<file path="config.mk">
export PLATFORM = sky130hd
export DESIGN_NAME = fe_top
export DESIGN_NICKNAME = d
export VERILOG_FILES = /design/src/hw/fe_pkg.sv /design/src/hw/fe_fetch_ctrl.sv /design/src/hw/fe_fetch_stage.sv /design/src/hw/fe_queue_pack.sv /design/src/hw/fe_top.sv
export SDC_FILE = /design/constraint.sdc
export NUM_CORES = 1
export LEC_CHECK = 0
export ABC_AREA = 0
export BUFFER_PORTS_ARGS = -buffer_cell sky130_fd_sc_hd__buf_2
export CAP_MARGIN = 20
export CORE_MARGIN = 3
export CORE_UTILIZATION = 40
export DETAILED_ROUTE_END_ITERATION = 16
export GPL_TIMING_DRIVEN = 0
export PLACE_DENSITY = 0.64
export SLEW_MARGIN = 15
export SYNTH_ARGS = -nofsm -noshare
export SYNTH_HDL_FRONTEND = slang
export SYNTH_SLANG_ARGS = --single-unit
</file>
<file path="constraint.sdc">
create_clock -name clk_i -period 12 [get_ports clk_i]
set_input_delay 0.6 -clock clk_i [delete_from_list [all_inputs] [get_ports clk_i]]
set_output_delay 0.6 -clock clk_i [all_outputs]
set_load 0.05 [all_outputs]
</file>
<file path="src/hw/fe_pkg.sv">
package fe_pkg;

  // address and instruction widths, translation is identity
  localparam int vaddr_width_lp = 32;
  localparam int instr_width_lp = 32;
  // one fetch returns a pair of words, so the sequential step is 8 bytes
  localparam int fetch_bytes_lp = 8;

  // RISC-V major opcodes that end a fetch pair
  localparam logic [6:0] rv_opc_branch_lp = 7'b1100011;
  localparam logic [6:0] rv_opc_jal_lp    = 7'b1101111;
  localparam logic [6:0] rv_opc_jalr_lp   = 7'b1100111;

  // back end command opcodes
  typedef enum logic [0:0]
  {
    e_op_redirect = 1'b0,
    e_op_wait     = 1'b1
  } fe_opcode_e;

  // command from the back end, 33 bits
  typedef struct packed
  {
    fe_opcode_e                opcode;
    logic [vaddr_width_lp-1:0] vaddr;
  } fe_cmd_s;

  // queue message kind
  typedef enum logic [0:0]
  {
    e_fe_fetch     = 1'b0,
    e_fe_exception = 1'b1
  } fe_msg_type_e;

  // exception codes carried in a queue message
  typedef enum logic [1:0]
  {
    e_instr_misaligned   = 2'd0,
    e_instr_access_fault = 2'd1,
    e_exc_none           = 2'd2
  } fe_exc_e;

  // one lane of the fetch queue, 67 bits
  // instr is zero for an exception
  typedef struct packed
  {
    fe_msg_type_e              msg_type;
    logic [vaddr_width_lp-1:0] pc;
    logic [instr_width_lp-1:0] instr;
    fe_exc_e                   exc_code;
  } fe_queue_s;

  // memory response for a pair, 65 bits
  typedef struct packed
  {
    logic [instr_width_lp-1:0] instr0;
    logic [instr_width_lp-1:0] instr1;
    logic                      err;
  } fe_resp_s;

  // IF2 contents handed to the packer, 98 bits
  typedef struct packed
  {
    logic [vaddr_width_lp-1:0] pc;
    logic [instr_width_lp-1:0] instr0;
    logic [instr_width_lp-1:0] instr1;
    logic                      err;
    logic                      valid;
  } fe_if2_s;

endpackage

</file>
<file path="src/hw/fe_fetch_ctrl.sv">
`timescale 1ns/1ps

module fe_fetch_ctrl
  (input  logic                              clk_i
  , input  logic                             reset_i
  , input  fe_pkg::fe_cmd_s                  fe_cmd_i
  , input  logic                             fe_cmd_v_i
  , output logic                             fe_cmd_yumi_o
  , output logic                             fetch_req_v_o
  , output logic [fe_pkg::vaddr_width_lp-1:0] fetch_pc_o
  , input  logic                             fetch_req_ready_i
  , input  logic                             fe_queue_ready_i
  , input  logic                             deliver_fail_i
  , input  logic                             squash_resteer_i
  , input  logic [fe_pkg::vaddr_width_lp-1:0] resteer_pc_i
  , input  logic                             exc_sent_i
  , input  logic [fe_pkg::vaddr_width_lp-1:0] if2_pc_i
  , output logic                             req_accept_o
  , output logic                             poison_o
  , output logic                             misaligned_v_o
  , output logic [fe_pkg::vaddr_width_lp-1:0] misaligned_pc_o
  );

  import fe_pkg::*;

  typedef enum logic [1:0] {e_wait, e_run, e_stall} state_e;

  state_e                    state_r, state_n;
  logic [vaddr_width_lp-1:0] next_pc_r, next_pc_n;
  logic [vaddr_width_lp-1:0] resume_pc_r;
  logic [vaddr_width_lp-1:0] misaligned_pc_r;
  logic                      misaligned_pending_r;
  logic                      redirect_v, wait_v, target_misaligned, unstall;

  // a command is taken unless a misaligned exception still waits for the queue
  assign fe_cmd_yumi_o     = fe_cmd_v_i & ~misaligned_pending_r;
  assign redirect_v        = fe_cmd_yumi_o & (fe_cmd_i.opcode == e_op_redirect);
  assign wait_v            = fe_cmd_yumi_o & (fe_cmd_i.opcode == e_op_wait);
  assign target_misaligned = |fe_cmd_i.vaddr[1:0];
  assign unstall           = (state_r == e_stall) & fe_queue_ready_i;

  // requests go out only while running
  assign fetch_req_v_o = (state_r == e_run);
  assign fetch_pc_o    = next_pc_r;
  assign req_accept_o  = fetch_req_v_o & fetch_req_ready_i;

  // kill the request taken this cycle on any change of flow
  // the IF2 item of this cycle has already been resolved by the packer
  assign poison_o = fe_cmd_yumi_o | squash_resteer_i | deliver_fail_i | exc_sent_i;

  assign misaligned_v_o  = misaligned_pending_r;
  assign misaligned_pc_o = misaligned_pc_r;

  // commands win over every event coming back from the packer
  always_comb
  begin
    state_n = state_r;
    if (redirect_v)
      state_n = target_misaligned ? e_wait : e_run;
    else if (wait_v)
      state_n = e_wait;
    else
    begin
      case (state_r)
        // an access fault ends the run and only a redirect restarts it
        e_run:
          if (exc_sent_i)
            state_n = e_wait;
          else if (deliver_fail_i)
            state_n = e_stall;
        // leave as soon as the queue can take data again
        e_stall:
          if (fe_queue_ready_i)
            state_n = e_run;
        default:
          state_n = state_r;
      endcase
    end
  end

  // next pc prefers the load sources over the sequential step
  always_comb
  begin
    next_pc_n = next_pc_r;
    if (redirect_v)
      next_pc_n = fe_cmd_i.vaddr;
    else if (squash_resteer_i)
      next_pc_n = resteer_pc_i;
    else if (unstall)
      next_pc_n = resume_pc_r;
    else if (req_accept_o)
      next_pc_n = next_pc_r + vaddr_width_lp'(fetch_bytes_lp);
  end

  always_ff @(posedge clk_i)
  begin
    if (reset_i)
    begin
      state_r              <= e_wait;
      misaligned_pending_r <= 1'b0;
    end
    else
    begin
      state_r <= state_n;
      // pending exception lives until the packer reports it sent
      if (redirect_v & target_misaligned)
        misaligned_pending_r <= 1'b1;
      else if (misaligned_pending_r & exc_sent_i)
        misaligned_pending_r <= 1'b0;
    end
  end

  always_ff @(posedge clk_i)
  begin
    next_pc_r <= next_pc_n;
    // dropped pair is refetched from here after the stall
    if (deliver_fail_i)
      resume_pc_r <= if2_pc_i;
    if (redirect_v)
      misaligned_pc_r <= fe_cmd_i.vaddr;
  end

  // a misaligned target never reaches memory, every load path keeps word alignment
  a_req_pc_aligned: assert property (@(posedge clk_i) disable iff (reset_i)
    fetch_req_v_o |-> (fetch_pc_o[1:0] == 2'b00));

  a_no_req_with_misaligned: assert property (@(posedge clk_i) disable iff (reset_i)
    misaligned_v_o |-> !fetch_req_v_o);

endmodule

</file>
<file path="src/hw/fe_fetch_stage.sv">
`timescale 1ns/1ps

module fe_fetch_stage
  (input  logic                              clk_i
  , input  logic                             reset_i
  , input  logic                             req_accept_i
  , input  logic [fe_pkg::vaddr_width_lp-1:0] req_pc_i
  , input  logic                             poison_i
  , input  fe_pkg::fe_resp_s                 fetch_resp_i
  , output fe_pkg::fe_if2_s                  if2_o
  );

  import fe_pkg::*;

  logic                      if2_v_r;
  logic [vaddr_width_lp-1:0] if2_pc_r;

  // IF1 is the request accepted this cycle
  // a poisoned one is never promoted and its memory answer is ignored
  always_ff @(posedge clk_i)
  begin
    if (reset_i)
      if2_v_r <= 1'b0;
    else
      if2_v_r <= req_accept_i & ~poison_i;
  end

  // pc of the pair whose response arrives next cycle
  always_ff @(posedge clk_i)
  begin
    if (req_accept_i)
      if2_pc_r <= req_pc_i;
  end

  // the fixed one-cycle latency lines the response up with the IF2 pc
  always_comb
  begin
    if2_o.pc     = if2_pc_r;
    if2_o.instr0 = fetch_resp_i.instr0;
    if2_o.instr1 = fetch_resp_i.instr1;
    if2_o.err    = fetch_resp_i.err;
    if2_o.valid  = if2_v_r;
  end

endmodule

</file>
<file path="src/hw/fe_queue_pack.sv">
`timescale 1ns/1ps

module fe_queue_pack
  (input  fe_pkg::fe_if2_s                   if2_i
  , input  logic                             fe_queue_ready_i
  , input  logic                             misaligned_v_i
  , input  logic [fe_pkg::vaddr_width_lp-1:0] misaligned_pc_i
  , output fe_pkg::fe_queue_s                fe_queue_o1
  , output fe_pkg::fe_queue_s                fe_queue_o2
  , output logic                             fe_queue_v_o1
  , output logic                             fe_queue_v_o2
  , output logic                             deliver_fail_o
  , output logic                             squash_resteer_o
  , output logic [fe_pkg::vaddr_width_lp-1:0] resteer_pc_o
  , output logic                             exc_sent_o
  );

  import fe_pkg::*;

  logic [6:0]                lane1_opc;
  logic                      lane1_branch;
  logic                      if2_live;
  logic [vaddr_width_lp-1:0] lane2_pc;

  // scan lane 1 for anything that changes flow
  assign lane1_opc    = if2_i.instr0[6:0];
  assign lane1_branch = (lane1_opc == rv_opc_branch_lp)
                      | (lane1_opc == rv_opc_jal_lp)
                      | (lane1_opc == rv_opc_jalr_lp);

  // misaligned exception has priority over the IF2 pair
  assign if2_live = if2_i.valid & ~misaligned_v_i;
  assign lane2_pc = if2_i.pc + vaddr_width_lp'(instr_width_lp / 8);

  // valids rise only while ready and lane 2 only with lane 1
  always_comb
  begin
    fe_queue_v_o1 = fe_queue_ready_i & (misaligned_v_i | if2_i.valid);
    fe_queue_v_o2 = fe_queue_ready_i & if2_live & ~if2_i.err & ~lane1_branch;
  end

  // lane 1 carries a fetch unless one of the exceptions applies
  always_comb
  begin
    fe_queue_o1.msg_type = e_fe_fetch;
    fe_queue_o1.pc       = if2_i.pc;
    fe_queue_o1.instr    = if2_i.instr0;
    fe_queue_o1.exc_code = e_exc_none;
    if (misaligned_v_i)
    begin
      fe_queue_o1.msg_type = e_fe_exception;
      fe_queue_o1.pc       = misaligned_pc_i;
      fe_queue_o1.instr    = '0;
      fe_queue_o1.exc_code = e_instr_misaligned;
    end
    else if (if2_i.err)
    begin
      fe_queue_o1.msg_type = e_fe_exception;
      fe_queue_o1.instr    = '0;
      fe_queue_o1.exc_code = e_instr_access_fault;
    end
  end

  // lane 2 is always a plain fetch of the second word
  always_comb
  begin
    fe_queue_o2.msg_type = e_fe_fetch;
    fe_queue_o2.pc       = lane2_pc;
    fe_queue_o2.instr    = if2_i.instr1;
    fe_queue_o2.exc_code = e_exc_none;
  end

  // feedback to the controller
  assign deliver_fail_o   = if2_live & ~fe_queue_ready_i;
  assign squash_resteer_o = if2_live & fe_queue_ready_i & ~if2_i.err & lane1_branch;
  // fetch restarts right behind lane 1 after a branch
  assign resteer_pc_o     = lane2_pc;
  assign exc_sent_o       = fe_queue_v_o1 & (misaligned_v_i | if2_i.err);

endmodule

</file>
<file path="src/hw/fe_top.sv">
`timescale 1ns/1ps

module fe_top
  (input  logic                              clk_i
  , input  logic                             reset_i
  // back end commands
  , input  fe_pkg::fe_cmd_s                  fe_cmd_i
  , input  logic                             fe_cmd_v_i
  , output logic                             fe_cmd_yumi_o
  // instruction memory request
  , output logic                             fetch_req_v_o
  , output logic [fe_pkg::vaddr_width_lp-1:0] fetch_pc_o
  , input  logic                             fetch_req_ready_i
  // instruction memory response, one cycle after the request
  , input  fe_pkg::fe_resp_s                 fetch_resp_i
  // fetch queue, two lanes sharing one ready
  , output fe_pkg::fe_queue_s                fe_queue_o1
  , output fe_pkg::fe_queue_s                fe_queue_o2
  , output logic                             fe_queue_v_o1
  , output logic                             fe_queue_v_o2
  , input  logic                             fe_queue_ready_i
  );

  import fe_pkg::*;

  logic                      req_accept;
  logic                      poison;
  logic                      misaligned_v;
  logic [vaddr_width_lp-1:0] misaligned_pc;
  logic                      deliver_fail;
  logic                      squash_resteer;
  logic [vaddr_width_lp-1:0] resteer_pc;
  logic                      exc_sent;
  fe_if2_s                   if2;

  // state machine, pc and command handling
  fe_fetch_ctrl ctrl
    (.clk_i             (clk_i)
    , .reset_i          (reset_i)
    , .fe_cmd_i         (fe_cmd_i)
    , .fe_cmd_v_i       (fe_cmd_v_i)
    , .fe_cmd_yumi_o    (fe_cmd_yumi_o)
    , .fetch_req_v_o    (fetch_req_v_o)
    , .fetch_pc_o       (fetch_pc_o)
    , .fetch_req_ready_i(fetch_req_ready_i)
    , .fe_queue_ready_i (fe_queue_ready_i)
    , .deliver_fail_i   (deliver_fail)
    , .squash_resteer_i (squash_resteer)
    , .resteer_pc_i     (resteer_pc)
    , .exc_sent_i       (exc_sent)
    , .if2_pc_i         (if2.pc)
    , .req_accept_o     (req_accept)
    , .poison_o         (poison)
    , .misaligned_v_o   (misaligned_v)
    , .misaligned_pc_o  (misaligned_pc)
    );

  // IF2 register, joins the memory response to its pc
  fe_fetch_stage stage
    (.clk_i        (clk_i)
    , .reset_i     (reset_i)
    , .req_accept_i(req_accept)
    , .req_pc_i    (fetch_pc_o)
    , .poison_i    (poison)
    , .fetch_resp_i(fetch_resp_i)
    , .if2_o       (if2)
    );

  // builds the two lane messages and reports back
  fe_queue_pack pack
    (.if2_i            (if2)
    , .fe_queue_ready_i(fe_queue_ready_i)
    , .misaligned_v_i  (misaligned_v)
    , .misaligned_pc_i (misaligned_pc)
    , .fe_queue_o1     (fe_queue_o1)
    , .fe_queue_o2     (fe_queue_o2)
    , .fe_queue_v_o1   (fe_queue_v_o1)
    , .fe_queue_v_o2   (fe_queue_v_o2)
    , .deliver_fail_o  (deliver_fail)
    , .squash_resteer_o(squash_resteer)
    , .resteer_pc_o    (resteer_pc)
    , .exc_sent_o      (exc_sent)
    );

endmodule

</file>
==> flow_summary.ini <==
[outcome]
status = finished clean

[cells_and_area]
nets = 990
drive_gt1_share_pct = 40.65
final_area_mm2 = 0.009314
syn_to_final_growth_pct = 30.57
final_cell_count_no_fill = 1124

[synthesis]
synth-seq-cells = 132
synthTopCellsByArea = edfxtp_1, mux2_2, and2_1, buf_4, xor2_1
yosysSeqAreaShare_pct = 55.01
yosysTopAreaCell = edfxtp_1
yosysWarnings = 0
synth.distinct_cells = 52
synthCells = 621
yosys.area.top_type_share_pct = 53.89
synthArstFlopShare_pct = 0
syn_area_mm2 = 0.007133
ys.flop_type = edfxtp_1
synth_area_per_cell_um2 = 11.49
synth_edf_count = 128

[clocking]
cts_tree = yes
clock_sinks = 132
path_clk_slew_ps = 60
clk_latency_ps = 420
post_cts_resized = 0
post_cts_buffers = 0
cts-root-buf = clkbuf_16
cts_buffer_depth = 2
cts.htree.levels = 4
cts_hold_buffers = 0
cts-buffers-inserted = 17

[critical_path]
r2r_cells = 6
crit_path_cell_trace = ha_1 > nand3_1 > nor4_1 > nand3_1 > xnor2_1 > buf_2
worst-setup-path-type = register to primary output
worstPathArrival_ps = 3040
path_buf_inv = 1
slowest_delay_ps = 870
reg2reg_from = ctrl.state_r[1]$_SDFFE_PP0P_
crit_path_end_kind = primary output
rrSetupSlack_ps = 8840
required_ps = 11400
cpLargestDelayFamily = simple AND/OR/NAND/NOR gates
crit_fanout = 6
startpoint_type = register
cp_slowest_cell = nor4_1
r2r-end = ctrl.fetch_pc_o[30]$_DFFE_PP_
crit_top_cell = nand3_1

[timing]
period_needed_ps = 3643
hold_viol = 0
timing.hold.ws_ps = 368.7
fmax_mhz = 274.5
setup-tns-final_ps = 0
setup_viol = 0
worst_slack_ps = 8357
period_share_pct = 30.36
fin_skew_ps = 8.868
tightest_slew_ps = 861.4
relSlewSlack_pct = 42.05
drv_slew = 0
rsz0062_at_grt = no

[place]
dpl.hpwl_um = 17490
dp_slack_ps = 8624
numPortBuffers = 237
placedCellCount = 1091
place.gp.congestion = 0.9097
post_dp_cell_area_mm2 = 0.008721

[power]
leakagePower_uw = 0.003805
clkPwrFrac_pct = 39.3
power_switching_uw = 399.6
p_sw_share_pct = 30.10
p_per_area_mw_per_mm2 = 142.5
seq_power_share_pct = 41.7
p_int_uw = 928.0
ir_worst_vdd_mv = 0.1162
p_comb_share_pct = 19.0

[global_routing]
grt_max_degree = 30
antenna_found_initial = 2
first_global_vias = 5976
grt_use_total_pct = 23.75
overflow = 0
grt_pass1_wl_um = 35150

[detailed_routing]
drc = 0
dr.pass1.iters = 5
drt-initial-drc-count = 541
wl_per_cell_um = 21.13
drt-total-wl_um = 23750
drt-vias-per-instance = 5.577
ant_nets = 0
num_vias = 6268

[floorplanning]
die_x_um = 139.5
num_rows = 48
die_h_um = 139.5
io_pins = 273
start_util_pct = 41.10
core-area_mm2 = 0.01736
dieArea_mm2 = 0.01947

[hold_path]
hold_end = ctrl.misaligned_pc_o[3]$_DFFE_PP_
hold_path.startpoint = fe_cmd_i[3]
hold_path_depth = 1
hp-class = input pin to register

[run]
drv_cap = 0
-- per-stage QoR --
step	util, %	power, µW
2_1_floorplan	-	739.4
3_3_place_gp	49.57	808.9
3_5_place_dp	50.25	814.1
4_1_cts	53.65	1333
5_1_grt	53.66	1369
6_report	53.66	1328
-- cells in the mapped netlist (all sizes together), types with 2 or more instances --
| cell type | number |
|---|---|
| nor3b | 2 |
| a31oi | 8 |
| xor2 | 21 |
| mux2i | 2 |
| a311o | 5 |
| nand2b | 5 |
| o31ai | 3 |
| a211o | 3 |
| a31o | 3 |
| conb | 2 |
| and3 | 11 |
| edfxtp | 128 |
| or2 | 2 |
| nor2 | 37 |
| buf | 49 |
| or4 | 3 |
| o211ai | 3 |
| a221o | 12 |
| clkbuf | 14 |
| inv | 16 |
| nor3 | 6 |
| o211a | 2 |
| xnor2 | 18 |
| nor4 | 11 |
| mux2 | 27 |
| a22oi | 4 |
| o221a | 2 |
| nand3 | 28 |
| nand4 | 24 |
| and2 | 45 |
| o221ai | 10 |
| a21oi | 15 |
| a211oi | 9 |
| dfxtp | 4 |
| and4 | 8 |
| ha | 2 |
| o21ai | 24 |
| nand2 | 44 |
-- cells in the final DEF, fill, tap and decap left out, types with 4 or more instances in the layout --
cell / instances
nand4_1: 22
a31oi_1: 8
a22oi_1: 4
nor2_1: 37
a211oi_1: 9
and2_1: 45
o21ai_0: 24
nor3_1: 6
mux2_2: 27
a21oi_1: 15
dfxtp_1: 4
clkbuf_1: 14
inv_1: 15
buf_2: 247
clkbuf_16: 17
nand2b_1: 5
nand3_1: 27
xor2_1: 21
clkinv_2: 7
and3_1: 11
nand2_1: 44
o221ai_1: 10
xnor2_1: 18
nor4_1: 7
edfxtp_1: 128
and4_1: 8
a311o_1: 5
a221o_1: 12
buf_4: 41
-- flip-flops by register name, indices dropped and copies added (netlist names) --
signal and cells:
ctrl.resume_pc_r 32, ctrl.fetch_pc_o 32, ctrl.state_r 2, ctrl.misaligned_v_o 1
ctrl.misaligned_pc_o 32, stage.if2_v_r 1, stage.if2_pc_r 32
-- layer usage --
metal / vias to the layer above / routed length, µm / global-route usage, %
li1: 2862 / - / -
met1: 3024 / 9870 / 32.48
met2: 349 / 11210 / 37.46
met3: 31 / 2169 / 5.773
met4: 2 / 488 / 7.751
met5: - / 13 / 0
-- power groups by stage --
stage	Clock, µW	Combinational [µW]	Sequential [µW]
after CTS	527	253	553
after global routing	546	266	556
after detailed placement	0	252	562
final	521	252	554
after floorplan	0	148	591
after global placement	0	246	563
-- kinds of logic after synthesis --
group / Yosys count / share of synthesized area, %
buffers and inverters: 80 / 6.315
muxes: 29 / 4.543
DFF: 132 / 55.01
xor gates and xnor gates: 39 / 4.789
and+or+nand+nor: 231 / 18.15
AOI/OAI and AO/OA: 106 / 10.74
adders and majority gates: 2 / 0.3508
other: 2 / 0.1053
-- worst max-delay path by stage --
stage / start / to / slack (ps) / depth (start not counted)
4_1_cts: stage.if2_pc_r[2]$_DFFE_PP_ / fe_queue_o2[54] / 8420 / 6
3_5_place_dp: fe_queue_ready_i / ctrl.fetch_pc_o[28]$_DFFE_PP_ / 8620 / 6
2_1_floorplan: fe_queue_ready_i / ctrl.state_r[1]$_SDFFE_PP0P_ / 8020 / 5
3_3_place_gp: fe_queue_ready_i / ctrl.state_r[0]$_SDFFE_PP0P_ / 5950 / 6
6_report: stage.if2_pc_r[2]$_DFFE_PP_ / fe_queue_o2[54] / 8360 / 6
5_1_grt: stage.if2_pc_r[2]$_DFFE_PP_ / fe_queue_o2[56] / 8160 / 7
-- area by class of cell --
class	instances	area [µm²]
diodes	1	2.502
repair buffers	244	1291
plain buffers	63	387.9
clock buffers	17	425.4
well taps	225	281.5
multi-input cells	410	2773
clock inverters	15	165.2
inverters	17	63.81
fillers	1534	8043
flip-flops and latches	132	3924
-- worst register-to-register path: cells and delay by family (launching register included) --
kind / cells / cell delay (ps)
buf+inv: 4 / 1650
simple gates: 2 / 950
flops: 1 / 300
No activity file was read; power rests on OpenSTA's default activity.
